[config.mk]
export PLATFORM = sky130hd
export DESIGN_NAME = lease_table
export DESIGN_NICKNAME = d
export VERILOG_FILES = /design/src/common/lease_cache_pkg.sv /design/src/lease_cache/lease_table.sv
export SDC_FILE = /design/constraint.sdc
export NUM_CORES = 1
export LEC_CHECK = 0
export ABC_AREA = 1
export BUFFER_PORTS_ARGS = -buffer_cell sky130_fd_sc_hd__buf_2
export CAP_MARGIN = 40
export CORE_UTILIZATION = 50
export DETAILED_ROUTE_END_ITERATION = 12
export PLACE_DENSITY = 0.79
export SYNTH_ARGS = -nofsm -noshare
export SYNTH_HDL_FRONTEND = slang
export SYNTH_SLANG_ARGS = --single-unit
[constraint.sdc]
create_clock -name clock_i -period 3.7 [get_ports clock_i]
set_clock_uncertainty 0.05 [all_clocks]
set_input_delay 0.74 -clock clock_i [delete_from_list [all_inputs] [get_ports clock_i]]
set_output_delay 0.74 -clock clock_i [all_outputs]
set_load 0.02 [all_outputs]
[src/common/lease_cache_pkg.sv]
package lease_cache_pkg;

	// address split  [tag|set|word]
	localparam int BW_WORD_ADDR  = 16;
	localparam int BW_BLOCK      = 2;                                 // 4 words per block
	localparam int BW_SET        = 3;                                 // 8 sets
	localparam int BW_TAG        = BW_WORD_ADDR - BW_SET - BW_BLOCK;  // 11 bits
	localparam int NUM_WAYS      = 8;
	localparam int BW_WAY        = 3;
	localparam int BW_CACHE_ADDR = BW_SET + BW_WAY + BW_BLOCK;        // 256 cached words

	// lease and counter widths
	localparam int BW_LEASE   = 8;
	localparam int BW_REF_IDX = 4;   // 16 lease table entries
	localparam int BW_CNT     = 32;
	localparam int NUM_CNT    = 5;

	// comm opcodes, word bits 31:30
	localparam logic [1:0] COMM_OP_NOP         = 2'd0;
	localparam logic [1:0] COMM_OP_SET_LEASE   = 2'd1;
	localparam logic [1:0] COMM_OP_SET_DEFAULT = 2'd2;
	localparam logic [1:0] COMM_OP_READ_CNT    = 2'd3;

	// counter selectors
	localparam logic [2:0] CNT_HIT       = 3'd0;
	localparam logic [2:0] CNT_MISS      = 3'd1;
	localparam logic [2:0] CNT_WB        = 3'd2;
	localparam logic [2:0] CNT_EXPIRED   = 3'd3;
	localparam logic [2:0] CNT_DEFAULTED = 3'd4;

	// controller states
	localparam logic [2:0] ST_IDLE      = 3'd0;
	localparam logic [2:0] ST_LOOKUP    = 3'd1;
	localparam logic [2:0] ST_HIT       = 3'd2;
	localparam logic [2:0] ST_WRITEBACK = 3'd3;
	localparam logic [2:0] ST_FILL_REQ  = 3'd4;
	localparam logic [2:0] ST_FILL      = 3'd5;
	localparam logic [2:0] ST_BYPASS    = 3'd6;
	localparam logic [2:0] ST_DONE      = 3'd7;

	// one comm word, two decodings
	typedef union packed {
		struct packed {
			logic [1:0]            opcode;
			logic                  valid;   // entry valid on SET_LEASE
			logic [16:0]           rsvd;
			logic [BW_REF_IDX-1:0] index;
			logic [BW_LEASE-1:0]   lease;
		} lease_cfg;
		struct packed {
			logic [1:0]  opcode;
			logic [26:0] rsvd;
			logic [2:0]  sel;               // one of CNT_*
		} cnt_sel;
	} comm_word_u;

endpackage

[src/lease_cache/lease_table.sv]
`timescale 1ns/1ps

module lease_table (
	input  logic                                    clock_i,
	input  logic                                    rst_n_i,
	input  logic [31:0]                             comm_i,
	input  logic [lease_cache_pkg::BW_WORD_ADDR-1:0] ref_add_i,   // requesting instruction
	output logic [lease_cache_pkg::BW_LEASE-1:0]    lease_o,
	output logic                                    defaulted_o
);

	localparam int NUM_ENTRIES = 2 ** lease_cache_pkg::BW_REF_IDX;

	lease_cache_pkg::comm_word_u          comm;
	logic [lease_cache_pkg::BW_LEASE-1:0] lease_mem [NUM_ENTRIES];
	logic [NUM_ENTRIES-1:0]               entry_valid;
	logic [lease_cache_pkg::BW_LEASE-1:0] default_lease;   // zero after reset, so no caching
	logic [lease_cache_pkg::BW_REF_IDX-1:0] ref_idx;

	assign comm    = comm_i;
	assign ref_idx = ref_add_i[lease_cache_pkg::BW_REF_IDX-1:0];   // low bits index the table

	always_ff @(posedge clock_i or negedge rst_n_i) begin
		if (!rst_n_i) begin
			entry_valid <= '0;
			default_lease <= '0;
		end else begin
			case (comm.lease_cfg.opcode)
				lease_cache_pkg::COMM_OP_NOP: ;
				lease_cache_pkg::COMM_OP_SET_LEASE:
					entry_valid[comm.lease_cfg.index] <= comm.lease_cfg.valid;
				lease_cache_pkg::COMM_OP_SET_DEFAULT: default_lease <= comm.lease_cfg.lease;
				default: ;   // counter reads are for the perf block
			endcase
		end
	end

	always_ff @(posedge clock_i) begin
		if (comm.lease_cfg.opcode == lease_cache_pkg::COMM_OP_SET_LEASE)
			lease_mem[comm.lease_cfg.index] <= comm.lease_cfg.lease;
	end

	assign defaulted_o = ~entry_valid[ref_idx];
	assign lease_o     = defaulted_o ? default_lease : lease_mem[ref_idx];

endmodule

; ---- Yosys cells after proc, flatten, opt, wreduce, memory -nomap -nowiden
; Memories as Yosys holds them, arrays and structs flattened.
; Index checks and enable logic that the tools add are counted.
[totals]
reg_bits = 24
mem_bits_rw = 128
in_bits = 50
n_memories = 1
[classes]
order_cmp = 3
eq_ne = 2
n_mux = 8
n_bitwise = 1
reduce_logical = 1
[memory_table]
columns = name, depth, word_bits, rd, rd_clocked_by_memory_dff, write_ports, line_no
row1 = lease_mem, 16, 8, 1, 0, 1, lease_table.sv:15  ; logic [lease_cache_pkg::BW_LEASE-1:0] lease_mem [NUM_ENTRIES];
[ops]
columns = op, n
row1 = $bwmux W16, 1
row2 = $lt A4 B5 Y1 const B, 2
row3 = $mux W8, 1
row4 = $bmux W1 S4, 1
row5 = $demux W1 S4, 1
row6 = $ge A4 B1 Y1 const B, 1
row7 = $mux W1, 4
row8 = $eq A2 B1 Y1 const B, 1
row9 = $eq A2 B2 Y1 const B, 1
row10 = $logic_and A1 B1 Y1, 1
row11 = $not A1 Y1, 1

; ---- Logic depth before layout (Yosys ltp)
[logic_depth]
depth_word = 5
mapped_depth = 10
mapped_depth_nobuf = 9

; ---- Worst setup path before layout
; OpenSTA, ideal clock, no wires.
[synth_timing]
kind = input to output
start = input ref_add_i[2] (netlist name)
end = output lease_o[0] (netlist name)
arrival_ns = 1.694
path_slack_ns = 1.216
stages = 7
cell_sequence = buf_2 > clkinv_1 > nand3_1 > nand3_4 > nand2_4 > nand2_1 > nand2_1
[synth_between]
elab_chain_len = 3
word_cells_on_any_way = 4
cone_classes = mux (3) / memory (1)
[synth_rtl]
columns = item, line_no
row1 = "start, declared", lease_table.sv:7  ; input logic [lease_cache_pkg::BW_WORD_ADDR-1:0] ref_add_i,
row2 = $bmux W1 S4, lease_table.sv:43  ; assign defaulted_o = ~entry_valid[ref_idx];
row3 = $mux W1 (implied by the code), lease_table.sv:43
row4 = $mux W8 *, lease_table.sv:44  ; assign lease_o = defaulted_o ? default_lease : lease_mem[ref_idx];
row5 = "end, declared", lease_table.sv:8  ; output logic [lease_cache_pkg::BW_LEASE-1:0] lease_o,
; Mark *: on every way between the ends. The rest lies on a longest branch, timed or not. The select of a mux whose other input is x is not followed.

; ---- Worst setup path in the final report
[layout_timing]
start = input ref_add_i[0] (netlist name)
end = output lease_o[1] (netlist name)
; Same word-level chain as after synthesis.

==> run summary <==
Rel. slew slack: 0.601
DRC: 0
WP data arrival: 2.33 ns
Nets: 786
Number of global-route vias before repair: 5017
Placed cells: 892
P_leak: 3.59 nW
RR Startpoint: default_lease[1]
Mapped Area: 6800 µm²
Root Buffer: clkbuf_16
Post-CTS Hold Fix Bufs: 0
Worst hold slack: 0.263 ns
DP Wirelength: 9530 µm
Tmin final: 3.12 ns
Cells after Synth: 700
Core ar.: 13200 µm²
Share of cells above drive strength 1: 0.121
First-pass GRT wire length: 26100 µm
Layout Cell Area excl Fill: 7890 µm²
Final hold viol count: 0
WP data required: 2.91 ns
Worst slew pin tran: 0.598 ns
Largest net degree at the start of global routing: 77
CP Max Fanout: 20
Register area share after synthesis: 0.653
Post-CTS Resized: 0
Total CTS buffers: 17
Ant diodes: 0
Chip width: 119 µm
TritonCTS clock tree: yes
Startpoint Class: primary input
DR vias: 4882
Die height: 119 µm
Synthesis-to-finish area growth: 16.0%
CP Capture Point: lease_o[1]
Setup slack, reg-to-reg: 2.88 ns
Clk buf depth: 2
Initial DRC Count: 483
Critical R2R Capture: default_lease[1]
GPL Wtd Cong: 0.819
Boundary Pins: 59
Syn avg cell area: 9.72 µm²
Final Max Tran Viols: 0
Latest clock arrival within the worst-skew pair: 0.43 ns
Drt pass-1 iters: 5
Syn nets: 750
Post-CTS Setup Inserts: 0
GRT Util Overall: 0.252
Ys Warns: 0
Initial Util: 0.514
Setup TNS: 0 ns
Worst R2R Path Depth: 1
Synth Register Bits: 152
Kind of critical path: in2out
Most frequent cells in the layout: 227 x nand2_1, 131 x inv_1, 128 x edfxtp_1, 114 x nand3_1, 29 x buf_2
H-Tree Depth: 4
Maximum capacitance violations: 0
Peak supply drop: 350 µV
Pwr Density: 557 nW/µm²
Min-Delay Path Class: in2async
Final worst slack: 0.581 ns
Commonest non-fill, non-tap cell in the layout: nand2_1
RSZ-0062 raised after global routing: no
Worst setup startpoint: ref_add_i[0]
Period utilisation layout: 0.843
Rows: 42
Max Clk Rate: 321 MHz
CTS Sinks: 152
Non-filler cells, final: 925
Post-route ant nets: 0
Final setup viols: 0
Placement Setup Slack: 0.634 ns
Total length of routed wires: 16100 µm
Via/cell ratio: 5.28
Status: completed
Clock Pin Slew Worst Setup and Hold Paths: 0.06 ns
Port Buffers: 29
Initial antenna violation count: 0
Total gr overflow: 0
Yosys cell types: 19
Die area: 14100 µm²
Worst Setup End Kind: primary output
Routed len/inst: 17.4 µm
DP Area: 7170 µm²
[power breakdown]
group | total, mW | switching (mW) | internal, mW | leakage (nW)
registers | 1.95 | 0.0243 | 1.92 | 1.44
clock network | 2.08 | 0.690 | 1.39 | 0.344
logic | 0.366 | 0.250 | 0.116 | 1.80
total | 4.39 | 0.964 | 3.43 | 3.59
[how the worst min path moves through the flow]
stage,from,end,slack (ns)
after floorplan,rst_n_i,default_lease[0],0.39
after global placement,entry_valid[8],entry_valid[8],0.41
after detailed placement,entry_valid[11],entry_valid[11],0.42
after CTS,rst_n_i,entry_valid[9],0.27
after global routing,rst_n_i,default_lease[3],0.31
final,rst_n_i,default_lease[0],0.26
[synthesized netlist by cell type, drive strengths merged]
master / count / area (µm²)
buf: 23 / 118
clkbuf: 4 / 15.0
clkinv: 2 / 7.51
dfrtp: 24 / 601
edfxtp: 128 / 3840
inv: 133 / 499
mux2: 8 / 90.1
nand2: 228 / 863
nand3: 116 / 606
nor2: 10 / 37.5
nor3: 4 / 20.0
nor4: 1 / 6.26
o21ai: 17 / 85.1
or2: 2 / 12.5
[sequential cells by signal, indices dropped and copies added, names as in the netlist]
| register | cells |
|---|---|
| default_lease | 8 |
| lease_mem | 128 |
| entry_valid | 16 |
[logic make-up after synthesis]
family | count (synthesis) | share of synthesized area
and+or+nand+nor | 361 | 0.227
muxes | 8 | 0.0132
DFF | 152 | 0.653
buffers and inverters | 162 | 0.0940
AOI/OAI and AO/OA | 17 | 0.0125
[metrics by stage]
| step | power (mW) | util |
|---|---|---|
| floorplan | 2.21 | - |
| global placement | 2.33 | 0.541 |
| detailed placement | 2.34 | 0.542 |
| CTS | 4.39 | 0.595 |
| global route | 4.50 | 0.596 |
| finish | 4.39 | 0.596 |
[critical path: stages]
cell and delay [ns]:
buf_2 0.12, inv_2 0.27, buf_4 0.32, nand2_1 0.12, nand3_1 0.11, nand3_1 0.13
nand3_1 0.15, nand2_1 0.09, nand2_1 0.07, nand2_1 0.04, buf_2 0.15
[cell type report]
type / instances / area (µm²)
Inverter: 135 / 507
Clock buffer: 21 / 470
Fill cell: 1047 / 5350
Sequential cell: 152 / 4440
Timing Repair Buffer: 44 / 283
Tap cell: 176 / 220
Clock inverter: 11 / 240
Multi-Input combinational cell: 386 / 1730
[routing by layer]
metal / global-route usage / wire, µm
met3: 0.0357 / 979
met2: 0.411 / 8090
met4: 0.150 / 612
met1: 0.320 / 6420
met5: 0 / 0
No activity file was read; power rests on OpenSTA's default activity.
