## config.mk

```make
export PLATFORM = sky130hd
export DESIGN_NAME = cache_performance_controller
export DESIGN_NICKNAME = d
export VERILOG_FILES = /design/src/common/lease_cache_pkg.sv /design/src/hdl/cache_performance_controller.sv
export SDC_FILE = /design/constraint.sdc
export NUM_CORES = 1
export LEC_CHECK = 0
export ABC_AREA = 1
export BUFFER_PORTS_ARGS = -buffer_cell sky130_fd_sc_hd__buf_2
export CAP_MARGIN = 20
export CELL_PAD_IN_SITES_DETAIL_PLACEMENT = 1
export CELL_PAD_IN_SITES_GLOBAL_PLACEMENT = 2
export CORE_UTILIZATION = 30
export DETAILED_ROUTE_END_ITERATION = 12
export PLACE_DENSITY_LB_ADDON = 0.1
export SLEW_MARGIN = 20
export SYNTH_ARGS = -nofsm -noshare
export SYNTH_HDL_FRONTEND = slang
export SYNTH_SLANG_ARGS = --single-unit
```

## constraint.sdc

```tcl
create_clock -name clock_i -period 2 [get_ports clock_i]
set_input_delay 0.4 -clock clock_i [delete_from_list [all_inputs] [get_ports clock_i]]
set_output_delay 0.4 -clock clock_i [all_outputs]
set_load 0.05 [all_outputs]
```

## src/common/lease_cache_pkg.sv

```systemverilog
package lease_cache_pkg;

	// address split  [tag|set|word]
	localparam int BW_WORD_ADDR  = 16;
	localparam int BW_BLOCK      = 2;                                 // 4 words per block
	localparam int BW_SET        = 3;                                 // 8 sets
	localparam int BW_TAG        = BW_WORD_ADDR - BW_SET - BW_BLOCK;  // 11 bits
	localparam int NUM_WAYS      = 8;
	localparam int BW_WAY        = 3;
	localparam int BW_CACHE_ADDR = BW_SET + BW_WAY + BW_BLOCK;        // 256 cached words

	// lease and counter widths
	localparam int BW_LEASE   = 8;
	localparam int BW_REF_IDX = 4;   // 16 lease table entries
	localparam int BW_CNT     = 32;
	localparam int NUM_CNT    = 5;

	// comm opcodes, word bits 31:30
	localparam logic [1:0] COMM_OP_NOP         = 2'd0;
	localparam logic [1:0] COMM_OP_SET_LEASE   = 2'd1;
	localparam logic [1:0] COMM_OP_SET_DEFAULT = 2'd2;
	localparam logic [1:0] COMM_OP_READ_CNT    = 2'd3;

	// counter selectors
	localparam logic [2:0] CNT_HIT       = 3'd0;
	localparam logic [2:0] CNT_MISS      = 3'd1;
	localparam logic [2:0] CNT_WB        = 3'd2;
	localparam logic [2:0] CNT_EXPIRED   = 3'd3;
	localparam logic [2:0] CNT_DEFAULTED = 3'd4;

	// controller states
	localparam logic [2:0] ST_IDLE      = 3'd0;
	localparam logic [2:0] ST_LOOKUP    = 3'd1;
	localparam logic [2:0] ST_HIT       = 3'd2;
	localparam logic [2:0] ST_WRITEBACK = 3'd3;
	localparam logic [2:0] ST_FILL_REQ  = 3'd4;
	localparam logic [2:0] ST_FILL      = 3'd5;
	localparam logic [2:0] ST_BYPASS    = 3'd6;
	localparam logic [2:0] ST_DONE      = 3'd7;

	// one comm word, two decodings
	typedef union packed {
		struct packed {
			logic [1:0]            opcode;
			logic                  valid;   // entry valid on SET_LEASE
			logic [16:0]           rsvd;
			logic [BW_REF_IDX-1:0] index;
			logic [BW_LEASE-1:0]   lease;
		} lease_cfg;
		struct packed {
			logic [1:0]  opcode;
			logic [26:0] rsvd;
			logic [2:0]  sel;               // one of CNT_*
		} cnt_sel;
	} comm_word_u;

endpackage

```

## src/hdl/cache_performance_controller.sv

```systemverilog
`timescale 1ns/1ps

module cache_performance_controller (
	input  logic        clock_i,
	input  logic        rst_n_i,
	input  logic        hit_i,
	input  logic        miss_i,
	input  logic        writeback_i,
	input  logic        expired_i,
	input  logic        defaulted_i,
	input  logic [31:0] comm_i,
	output logic [31:0] comm_o      // last counter read, held
);

	lease_cache_pkg::comm_word_u        comm;
	logic [lease_cache_pkg::NUM_CNT-1:0] event_v;
	logic [lease_cache_pkg::BW_CNT-1:0] cnt_q [lease_cache_pkg::NUM_CNT];

	assign comm = comm_i;

	always_comb begin
		event_v = '0;
		event_v[lease_cache_pkg::CNT_HIT]       = hit_i;
		event_v[lease_cache_pkg::CNT_MISS]      = miss_i;
		event_v[lease_cache_pkg::CNT_WB]        = writeback_i;
		event_v[lease_cache_pkg::CNT_EXPIRED]   = expired_i;
		event_v[lease_cache_pkg::CNT_DEFAULTED] = defaulted_i;
	end

	always_ff @(posedge clock_i or negedge rst_n_i) begin
		if (!rst_n_i) begin
			for (int i = 0; i < lease_cache_pkg::NUM_CNT; i++)
				cnt_q[i] <= '0;
			comm_o <= '0;
		end else begin
			for (int i = 0; i < lease_cache_pkg::NUM_CNT; i++) begin
				if (event_v[i] && cnt_q[i] != '1) cnt_q[i] <= cnt_q[i] + 1'b1;   // saturate
			end
			if (comm.cnt_sel.opcode == lease_cache_pkg::COMM_OP_READ_CNT)
				comm_o <= (comm.cnt_sel.sel < lease_cache_pkg::NUM_CNT)
					? cnt_q[comm.cnt_sel.sel] : '0;   // unused selectors read zero
		end
	end

endmodule

```

Word-level counts from Yosys, hierarchy flattened
Index checks and enable logic that the tools add are counted.
W data, S select, Z words.
{"block": "op_classes", "mux": 4, "order_cmp": 2, "n_eq_ne": 6, "reduce_logical": 5, "add_sub_neg": 5, "bitwise": 1}
{"operator": "$add A32 B1 Y32 const B", "count": 5}
{"operator": "$ne A32 B32 Y1 const B", "count": 5}
{"operator": "$bmux W32 S3", "count": 1}
{"operator": "$mux W32", "count": 3}
{"operator": "$logic_and A1 B1 Y1", "count": 5}
{"operator": "$ge A4 B4 Y1 const B", "count": 1}
{"operator": "$not A3 Y4", "count": 1}
{"operator": "$lt A3 B3 Y1 const B", "count": 1}
{"operator": "$eq A2 B2 Y1 const B", "count": 1}
{"block": "totals", "input_bits": 39, "ff_bits": 192, "output_inout_bits": 32}

Longest topological paths before layout
Gate-level depths: netlist (run 1).
{"block": "depth", "depth_word": 5, "ltp_mapped": 11, "depth_no_buf": 10}

Worst setup path before layout (run 1)
OpenSTA, ideal clock, no wires.
{"block": "synth_timing", "path_kind": "flip-flop to flip-flop", "startpoint": "register cnt_q[128] (netlist bit)", "endpoint": "register cnt_q[146] (netlist bit)", "setup_ns": 0.116, "path_stages_with_launch": 12, "t_required_ns": 1.884, "path_buffers": 1, "setup_slack_ns": 0.290, "arrival_time_ns": 1.593, "path_cell_list": "dfrtp_1 > ha_1 > inv_1 > nor2_2 > nand2_1 > nor2_1 > nand2_1 > nand2_1 > inv_2 > buf_6 > nand2_1 > nand2_1"}
{"block": "synth_between", "elab_chain_len": 2, "elab_cells_between_ends": 3, "cone_classes": "1 x add/sub; 1 x eq/ne; 1 x reduce/logical"}
{"element": "start: declaration", "line": "cache_performance_controller.sv:17", "rtl": "logic [lease_cache_pkg::BW_CNT-1:0] cnt_q [lease_cache_pkg::NUM_CNT];"}
{"element": "start signal: indexed assignment", "line": "cache_performance_controller.sv:33", "rtl": "cnt_q[i] <= '0;"}
{"element": "branches (longest 2 deep; another with $add A32 B1 Y32)"}
Parallel ways; which one is timed is not known.
A chain may end at the register's enable or synchronous reset.

Final worst setup path (run 1)
{"block": "layout_timing", "startpoint": "register cnt_q[94] (netlist bit)", "endpoint": "register cnt_q[90] (netlist bit)"}
{"block": "layout_between", "elab_chain_len": 2}
{"element": "$ne A32 B32 Y1", "line": "cache_performance_controller.sv:37", "rtl": "if (event_v[i] && cnt_q[i] != '1) cnt_q[i] <= cnt_q[i] + 1'b1;"}
{"element": "$logic_and A1 B1 Y1", "line": "cache_performance_controller.sv:37"}
Every way passes these cells.

==> results of run 1 <==
-- state kept, by name, indices dropped and copies added, names as in the netlist --
register	cells
cnt_q	160
comm_o	32
-- cell usage after synthesis (7+ instances only) --
cell / instances / area share [%]
a21oi_1: 46 / 1.8
buf_1: 7 / 0.20
buf_2: 13 / 0.51
buf_6: 8 / 0.70
clkbuf_1: 26 / 0.76
dfrtp_1: 192 / 37
inv_1: 159 / 4.6
inv_2: 7 / 0.20
nand2_1: 910 / 27
nand2_2: 10 / 0.49
nand3_1: 155 / 6.0
nand3b_1: 32 / 1.9
nand4_1: 45 / 2.2
nor2_1: 257 / 7.5
nor2_2: 8 / 0.39
o21ai_0: 85 / 3.3
xnor2_1: 17 / 1.2
xor2_1: 28 / 1.9
-- layout make-up --
class / count / area [um2]
Timing Repair Buffer: 137 / 1039
Clock buffer: 20 / 456.7
Multi-Input combinational cell: 1628 / 7134
Timing Repair inverter: 1 / 7.507
Tap cell: 539 / 674.4
Sequential cell: 192 / 4805
Inverter: 166 / 629.4
Fill cell: 5469 / 27240
Clock inverter: 12 / 146.4
-- where the power goes --
part / leakage (nW) / switching [mW] / internal (mW) / total, mW
logic: 3.78 / 1.22 / 0.590 / 1.81
clock network: 0.287 / 1.86 / 1.94 / 3.80
registers: 2.62 / 0.338 / 4.16 / 4.49
-- worst max-delay path, delay by kind of cell (launching register included) --
kind / cells / cell delay, ns
buffers and inverters: 1 / 0.19
DFF: 1 / 0.47
and+or+nand+nor: 8 / 1.09
-- metrics by stage --
stage                     hold slack (ns)  utilization, %  area (um2)  setup slack, ns
after floorplan                    0.1044               -       12860           0.2902
after global placement             0.3791           33.74       14220           0.1409
after detailed placement           0.3772           33.74       14220           0.1355
after CTS                          0.1977           35.20       14830           0.1042
after global routing               0.2553           35.34       14890        -0.003226
final                              0.2248           35.34       14890           0.1447
-- how the worst max path moves through the flow --
| stage | cells past startpoint | start | slack [ns] | endpoint |
|---|---|---|---|---|
| floorplan | 11 | cnt_q[128] | 0.29 | cnt_q[146] |
| global placement | 7 | comm_i[0] | 0.14 | comm_o[19] |
| detailed placement | 10 | cnt_q[33] | 0.14 | cnt_q[37] |
| CTS | 10 | cnt_q[33] | 0.10 | cnt_q[63] |
| global route | 9 | cnt_q[94] | -0.003 | cnt_q[76] |
| finish | 9 | cnt_q[94] | 0.14 | cnt_q[90] |
-- per-layer routing --
| layer | up-vias | global-route usage, % | wire length, um |
|---|---|---|---|
| li1 | 6616 | - | - |
| met1 | 6428 | 33.97 | 25880 |
| met2 | 111 | 37.85 | 22510 |
| met3 | 48 | 3.847 | 1264 |
| met4 | 2 | 7.911 | 1085 |
| met5 | - | 0 | 17 |
-- kinds of logic (layout without fill, tap and decap cells) --
family / Yosys count / after routing / share of synthesized area, %
DFF: 192 / 192 / 37.35
buffers and inverters: 224 / 336 / 7.305
and+or+nand+nor: 1435 / 1435 / 46.12
xor gates and xnor gates: 45 / 45 / 3.064
AOI/OAI and AO/OA: 143 / 143 / 5.671
adders and majority gates: 5 / 5 / 0.4863
-- what timing repair did --
action,4_1_cts,5_1_grt
endpoints found under the setup margin,0,58
setup buffers,0,4
endpoints found under the hold margin,31,0
hold buffers,1,0
resized for setup,0,9
==> key figures, run 1 <==
Status
  • Status: completed

Critical path
  • Critical Path AT: 2.26 ns
  • Worst path slowest cell: dfrtp_1
  • Critical Path, Cell by Cell: nand2_1, nor2_1, nand2_1, nor2_1, nand2_2, nand2_4, clkinvlp_4, nand2_1, nand2_1
  • Slowest stage delay, CP: 0.47 ns
  • Worst R2R Start: cnt_q[94]
  • CP most frequent cell: nand2_1
  • Startpoint Class: flop
  • WS Path Type: flop to flop
  • Worst reg-to-reg setup slack: 0.14 ns
  • CP required: 2.41 ns
  • Worst Reg-to-Reg Cells: 9
  • CP endpoint kind: flop
  • R2R Path End: cnt_q[90]
  • CP max FO: 6

Route
  • # DRC: 0
  • 1st-iter DRT viols: 832
  • Post-route ant nets: 0
  • Wire per inst: 18.83 um
  • Pre-Repair DR Iteration Count: 5
  • Via count: 13205
  • Total wire length: 50.75 mm
  • Post-DR vias/cell: 4.900

Logic synthesis
  • Post-Synthesis Cells: 2044
  • Async SR Flop Fraction: 100.0%
  • Synthesized flop and latch total: 192
  • Post-synth EDFFs: 0
  • Yosys warning count: 0
  • Synth cell types: 32
  • Most used flip-flop cell after synthesis: dfrtp_1
  • Register area share after synthesis: 37.35%
  • Mapped Nets: 2088
  • Area of the mapped netlist: 0.01286 mm2
  • Synthesized area per cell: 6.293 um2

Floorplan
  • Core ar.: 0.04213 mm2
  • Row count: 75
  • IO Pins: 71
  • Die area: 0.04371 mm2
  • Die X: 209.1 um
  • Initial Util: 30.53%
  • Die Height: 209.1 um

STA
  • Hold Fails Final Rpt: 0
  • Final Skew: 0.01509 ns
  • Max Clk Rate: 539.0 MHz
  • Tightest Pin Transition: 0.7020 ns
  • Final period util: 92.77%
  • Final setup TNS: 0 ns
  • Final min period: 1.855 ns
  • Final setup fails: 0
  • Relative slew margins: 52.71%
  • Final Max Tran Viols: 0

Placement
  • Placed Cells: 2657
  • GPL Wtd Cong: 0.8642
  • I/O Buffers: 43
  • Hpwl dp: 40.41 mm

Power and ir drop
  • Power, Total: 10.10 mW
  • Static Leak: 6.686 nW
  • VDD IR max: 0.5506 mV
  • Power per cell area: 678.5 mW/mm2

Clocking
  • Clk buf depth: 2
  • Reg clk slew, reported paths: 0.09 ns
  • TritonCTS Buffers: 17
  • Root Buffer: clkbuf_16
  • Worst-skew pair later-pin latency: 0.52 ns
  • TritonCTS clock tree: yes
  • CTS sink count: 192
  • H-tree depth: 4

GRT
  • Pin count of the biggest net entering global routing: 50
  • Antenna violations before repair: 1
  • Global route overflow: 0
  • Global-route wire length before repair: 79.36 mm
  • Vias in the first global route: 13469
  • GRT Resource Usage Total: 24.23%

Finish
  • Most common cell after layout, fill and taps aside: nand2_1
  • Layout Cells excl Fill: 2695
  • # nets final: 2187
  • Inserted Diodes: 0
  • Share of cells above drive strength 1: 9.462%
  • Most frequent cells in the layout: nand2_1, nor2_1, dfrtp_1, inv_1, nand3_1
  • Layout area overhead: 15.77%

Run
  • Max cap viols: 0

Min path
  • Min-delay src: comm_i[2]
  • Worst Hold Class: input pin to flop
  • Hold endpoint: comm_o[1]
  • Hold depth: 3
(Power assumes the default switching activity.)
==> inputs of run 2 (changes only) <==
--- a/config.mk
+++ b/config.mk
@@ -12,7 +12,7 @@
 export CELL_PAD_IN_SITES_GLOBAL_PLACEMENT = 2
 export CORE_UTILIZATION = 30
 export DETAILED_ROUTE_END_ITERATION = 12
-export PLACE_DENSITY_LB_ADDON = 0.1
+export PLACE_DENSITY = 0.83
 export SLEW_MARGIN = 20
 export SYNTH_ARGS = -nofsm -noshare
 export SYNTH_HDL_FRONTEND = slang
==> key figures, run 2 (synthesized netlist as in run 1, its figures left out) <==
Critical path
  • Worst Reg-to-Reg Cells: 10 (was 9)
  • CP most frequent cell: nand2_1 (unchanged)
  • WS Path Type: flop to flop (unchanged)
  • Startpoint Class: flop (unchanged)
  • Slowest stage delay, CP: 0.42 ns (was 0.47 ns)
  • Worst path slowest cell: inv_2 (was dfrtp_1)
  • Worst setup path endpoint: cnt_q[131] (was cnt_q[90])
  • CP max FO: 26 (was 6)
  • Critical Path AT: 2.31 ns (was 2.26 ns)
  • CP required: 2.44 ns (was 2.41 ns)
  • Worst reg-to-reg setup slack: 0.13 ns (was 0.14 ns)
  • Worst R2R Start: cnt_q[128] (was cnt_q[94])
  • R2R Path End: cnt_q[131] (was cnt_q[90])
  • CP endpoint kind: flop (unchanged)
  • Critical Path, Cell by Cell: ha_1, inv_1, nor2_2, nand2_1, nor2_1, nand2_1, nand2_1, inv_2, nand2_1, nand2_1 (was nand2_1, nor2_1, nand2_1, nor2_1, nand2_2, nand2_4, clkinvlp_4, nand2_1, nand2_1)
  • CP startpoint: cnt_q[128] (was cnt_q[94])

Placement
  • I/O Buffers: 43 (unchanged)
  • Hpwl dp: 37.84 mm (was 40.41 mm)
  • GPL Wtd Cong: 0.9528 (was 0.8642)

Power and ir drop
  • Power, Total: 10.07 mW (was 10.10 mW)
  • Static Leak: 6.639 nW (was 6.686 nW)
  • Power per cell area: 679.4 mW/mm2 (was 678.5 mW/mm2)
  • VDD IR max: 0.4994 mV (was 0.5506 mV)

GRT
  • GRT Resource Usage Total: 22.97% (was 24.23%)
  • Vias in the first global route: 13756 (was 13469)
  • Antenna violations before repair: 1 (unchanged)
  • Global route overflow: 0 (unchanged)
  • Global-route wire length before repair: 76.82 mm (was 79.36 mm)
  • Pin count of the biggest net entering global routing: 50 (unchanged)

Clocking
  • Worst-skew pair later-pin latency: 0.50 ns (was 0.52 ns)
  • TritonCTS Buffers: 17 (unchanged)
  • H-tree depth: 4 (unchanged)
  • CTS sink count: 192 (unchanged)
  • Root Buffer: clkbuf_16 (unchanged)
  • TritonCTS clock tree: yes (unchanged)
  • Reg clk slew, reported paths: 0.08 ns (was 0.09 ns)
  • Clk buf depth: 2 (unchanged)

STA
  • Final Skew: 0.01086 ns (was 0.01509 ns)
  • Final Max Tran Viols: 0 (unchanged)
  • Tightest Pin Transition: 0.5424 ns (was 0.7020 ns)
  • Final min period: 1.869 ns (was 1.855 ns)
  • Final setup TNS: 0 ns (unchanged)
  • Final setup fails: 0 (unchanged)
  • Hold Fails Final Rpt: 0 (unchanged)
  • Relative slew margins: 63.45% (was 52.71%)
  • Final period util: 93.46% (was 92.77%)
  • RSZ-0062 raised after global routing: no
  • Minimum hold slack: 0.2690 ns (was 0.2248 ns)
  • Max Clk Rate: 535.0 MHz (was 539.0 MHz)

Floorplan
  • Row count: 75 (unchanged)
  • Core ar.: 0.04213 mm2 (unchanged)
  • Initial Util: 30.53% (unchanged)
  • IO Pins: 71 (unchanged)
  • Die X: 209.1 um (unchanged)
  • Die Height: 209.1 um (unchanged)
  • Die area: 0.04371 mm2 (unchanged)

Route
  • Post-DR vias/cell: 4.991 (was 4.900)
  • 1st-iter DRT viols: 806 (was 832)
  • Pre-Repair DR Iteration Count: 4 (was 5)
  • Post-route ant nets: 0 (unchanged)
  • Wire per inst: 17.81 um (was 18.83 um)
  • # DRC: 0 (unchanged)
  • Via count: 13397 (was 13205)
  • Total wire length: 47.80 mm (was 50.75 mm)

Finish
  • # nets final: 2176 (was 2187)
  • Inserted Diodes: 0 (unchanged)
  • Largest Register: cnt_q (unchanged)
  • Fillers: 5494 (was 5469)
  • Final core utilization: 35.18% (was 35.34%)
  • Most frequent cells in the layout: nand2_1, nor2_1, dfrtp_1, inv_1, nand3_1 (unchanged)
  • Max reg flops: 160 (unchanged)
  • Top Registers: cnt_q x160, comm_o x32 (unchanged)
  • Most common cell after layout, fill and taps aside: nand2_1 (unchanged)
  • Layout area overhead: 15.24% (was 15.77%)
  • Share of cells above drive strength 1: 9.044% (was 9.462%)

Min path
  • Min-delay src: comm_i[2] (unchanged)
  • Worst Hold Class: input pin to flop (unchanged)

Status
  • Status: completed (unchanged)

Run
  • Max cap viols: 0 (unchanged)
run 2: worst min path at each step:
stage	end	slack, ns	depth (start not counted)
final	comm_o[11]	0.27	3
after global routing	comm_o[11]	0.25	3
after CTS	comm_o[11]	0.22	3
after detailed placement	cnt_q[44]	0.40	1
after global placement	cnt_q[47]	0.40	1
after floorplan	cnt_q[0]	0.10	0
run 2: area by class of cell:
class | count | area, um2 | area share (%)
repair inverters | 1 | 7.507 | 0.05064
clock inverters | 11 | 151.4 | 1.021
repair buffers | 126 | 947.2 | 6.389
multi-input cells | 1628 | 7139 | 48.16
flip-flops and latches | 192 | 4807 | 32.43
inverters | 166 | 626.9 | 4.229
clock buffers | 21 | 470.5 | 3.174
well taps | 539 | 674.4 | 4.549
run 2: critical path: cells and delay by family, from the launching register on:
family / cells / cell delay (ns)
buffers and inverters: 2 / 0.52
adder cells (fa/ha/maj): 1 / 0.24
flip-flops: 1 / 0.41
AND/OR/NAND/NOR: 7 / 0.63
run 2: layer usage:
layer  share of wire (%)  global-route usage [%]
met5                   0                       0
met2                  46                   37.08
met3                 3.6                   4.148
met4                 2.9                   8.443
met1                  47                   30.58
run 2: report_power, final:
group / switching, mW / internal (mW)
combinational: 1.21 / 0.575
clock: 1.71 / 2.07
sequential: 0.342 / 4.16
total: 3.26 / 6.81
run 2: timing repair:
action | in CTS | in global routing
buffers inserted | 0 | 4
hold buffers | 1 | 0
gates resized for setup | 0 | 11
endpoints found under the hold margin | 38 | 0
endpoints found under the setup margin | 0 | 46
run 2: metrics by stage:
| step | area, um2 | setup WS, ns | instances |
|---|---|---|---|
| 2_1_floorplan | 12860 | 0.2902 | 2044 |
| 3_3_place_gp | 14120 | 0.1513 | 2646 |
| 3_5_place_dp | 14120 | 0.1136 | 2646 |
| 4_1_cts | 14750 | 0.08620 | 2679 |
| 5_1_grt | 14820 | 0.006642 | 2684 |
| 6_report | 14820 | 0.1307 | 2684 |
==> inputs of run 3 (changes only) <==
--- a/config.mk
+++ b/config.mk
@@ -8,11 +8,10 @@
 export ABC_AREA = 1
 export BUFFER_PORTS_ARGS = -buffer_cell sky130_fd_sc_hd__buf_2
 export CAP_MARGIN = 20
-export CELL_PAD_IN_SITES_DETAIL_PLACEMENT = 1
-export CELL_PAD_IN_SITES_GLOBAL_PLACEMENT = 2
 export CORE_UTILIZATION = 30
+export CTS_CLUSTER_DIAMETER = 200
 export DETAILED_ROUTE_END_ITERATION = 12
-export PLACE_DENSITY = 0.83
+export PLACE_DENSITY = 0.55
 export SLEW_MARGIN = 20
 export SYNTH_ARGS = -nofsm -noshare
 export SYNTH_HDL_FRONTEND = slang
==> key figures, run 3 (synthesized netlist as in run 1, its figures left out) <==
Status
  • Status: completed (unchanged)

GRT
  • Antenna violations before repair: 0 (was 1)
  • Vias in the first global route: 12241 (was 13756)
  • GRT Resource Usage Total: 20.20% (was 22.97%)
  • Global route overflow: 0 (unchanged)
  • Global-route wire length before repair: 68.17 mm (was 76.82 mm)
  • Pin count of the biggest net entering global routing: 72 (was 50)

Finish
  • Inserted Diodes: 0 (unchanged)
  • Max reg flops: 160 (unchanged)
  • Share of cells above drive strength 1: 8.184% (was 9.044%)
  • Top Registers: cnt_q x160, comm_o x32 (unchanged)
  • Largest Register: cnt_q (unchanged)
  • Layout area overhead: 13.84% (was 15.24%)
  • Layout Cells excl Fill: 2665 (was 2684)
  • Most common cell after layout, fill and taps aside: nand2_1 (unchanged)
  • Most frequent cells in the layout: nand2_1, nor2_1, dfrtp_1, inv_1, nand3_1 (unchanged)
  • # nets final: 2157 (was 2176)

Critical path
  • Worst setup path endpoint: cnt_q[90] (was cnt_q[131])
  • Worst R2R Start: cnt_q[65] (was cnt_q[128])
  • CP endpoint kind: flop (unchanged)
  • WS Path Type: flop to flop (unchanged)
  • Critical Path AT: 2.16 ns (was 2.31 ns)
  • CP max FO: 11 (was 26)
  • Worst Reg-to-Reg Cells: 10 (unchanged)
  • CP required: 2.35 ns (was 2.44 ns)
  • CP startpoint: cnt_q[65] (was cnt_q[128])
  • Worst reg-to-reg setup slack: 0.19 ns (was 0.13 ns)
  • R2R Path End: cnt_q[90] (was cnt_q[131])
  • Startpoint Class: flop (unchanged)

STA
  • Minimum hold slack: 0.3106 ns (was 0.2690 ns)
  • Final Skew: 0.01017 ns (was 0.01086 ns)
  • Relative slew margins: 58.53% (was 63.45%)
  • Final setup fails: 0 (unchanged)
  • RSZ-0062 raised after global routing: no (unchanged)
  • Tightest Pin Transition: 0.6156 ns (was 0.5424 ns)
  • Final setup TNS: 0 ns (unchanged)
  • Final Max Tran Viols: 0 (unchanged)
  • Max Clk Rate: 552.4 MHz (was 535.0 MHz)
  • Hold Fails Final Rpt: 0 (unchanged)
  • Final period util: 90.51% (was 93.46%)
  • Final min period: 1.810 ns (was 1.869 ns)

Placement
  • GPL Wtd Cong: 0.9300 (was 0.9528)
  • I/O Buffers: 43 (unchanged)
  • Placed Cells: 2629 (was 2646)
  • Hpwl dp: 33.32 mm (was 37.84 mm)

Floorplan
  • Core ar.: 0.04213 mm2 (unchanged)
  • Die area: 0.04371 mm2 (unchanged)
  • Die X: 209.1 um (unchanged)
  • Initial Util: 30.53% (unchanged)
  • Die Height: 209.1 um (unchanged)
  • IO Pins: 71 (unchanged)
  • Row count: 75 (unchanged)

Route
  • Via count: 12954 (was 13397)
  • # DRC: 0 (unchanged)
  • Total wire length: 42.60 mm (was 47.80 mm)
  • Pre-Repair DR Iteration Count: 6 (was 4)
  • 1st-iter DRT viols: 1060 (was 806)
  • Wire per inst: 15.98 um (was 17.81 um)
  • Post-DR vias/cell: 4.861 (was 4.991)
  • Post-route ant nets: 0 (unchanged)

Clocking
  • H-tree depth: 4 (unchanged)
  • TritonCTS Buffers: 17 (unchanged)
  • CTS sink count: 192 (unchanged)
  • Worst-skew pair later-pin latency: 0.46 ns (was 0.50 ns)
  • Clk buf depth: 2 (unchanged)
  • Reg clk slew, reported paths: 0.07 ns (was 0.08 ns)
  • Root Buffer: clkbuf_16 (unchanged)
  • TritonCTS clock tree: yes (unchanged)

Power and ir drop
  • Static Leak: 6.532 nW (was 6.639 nW)
  • Power per cell area: 666.3 mW/mm2 (was 679.4 mW/mm2)
  • VDD IR max: 0.6117 mV (was 0.4994 mV)

Run
  • Max cap viols: 0 (unchanged)

Min path
  • Worst Hold Class: input pin to flop (unchanged)
==> run 3: cell count changes in the layout (fill, tap and decap cells not counted), sizes merged <==
cell / previous run / this run
inv: 167 / 168
clkbuf: 22 / 21
bufinv: 3 / 2
buf: 124 / 106
==> run 3: critical path, cell delays in order (launching register included) <==
cell and delay [ns]:
dfrtp_1 0.44, ha_2 0.25, inv_1 0.09, nor2_4 0.15
nand2_1 0.10, nor2_4 0.16, nand2_2 0.09, nand2_2 0.07
inv_1 0.17, nand2_1 0.13, nand2_1 0.05
==> run 3: how the worst min path moves through the flow <==
| stage | startpoint | to | slack (ns) | depth (start not counted) |
|---|---|---|---|---|
| floorplan | rst_n_i | cnt_q[0] | 0.10 | 0 |
| global placement | rst_n_i | cnt_q[48] | 0.27 | 1 |
| detailed placement | rst_n_i | cnt_q[63] | 0.27 | 1 |
| CTS | expired_i | cnt_q[56] | 0.29 | 3 |
| global route | expired_i | cnt_q[56] | 0.32 | 3 |
| finish | expired_i | cnt_q[56] | 0.31 | 3 |
==> run 3: per-stage QoR <==
stage               worst slack [ns]  power, mW  area (um2)  util (%)
CTS                           0.1184      9.836       14600     34.66
global route                0.002105      10.23       14640     34.76
detailed placement            0.1370      6.224       13990     33.21
global placement              0.1687      6.186       13990     33.21
finish                        0.1898      9.757       14640     34.76
floorplan                     0.2902      5.586       12860         -
==> run 3: power breakdown <==
group          internal [mW]  switching [mW]  total, mW  leakage, nW
Sequential              4.16           0.385       4.55         2.61
Clock                   1.95            1.64       3.59        0.289
Combinational          0.517            1.10       1.62         3.63
Total                   6.62            3.13       9.76         6.53
==> run 3: layer usage <==
metal	up-vias	global-route usage (%)	wire, um
met5	-	0	0
met4	0	8.570	1477
met3	62	2.870	2123
met2	321	31.53	18830
met1	6010	27.85	20170
li1	6561	-	-
==> run 3: repair_timing <==
| item | CTS | global route |
|---|---|---|
| endpoints found under the hold margin | 7 | 0 |
| setup buffers | 0 | 3 |
| resized for setup | 0 | 9 |
| setup endpoints to repair | 0 | 40 |
| hold buffers | 1 | 0 |
==> run 3: cell type report <==
cell class	count	area (um2)
well taps	539	674.4
flip-flops and latches	192	4807
clock inverters	12	132.6
clock buffers	20	466.7
multi-input cells	1628	7127
inverters	166	628.1
repair buffers	108	808.3
fillers	4521	27490
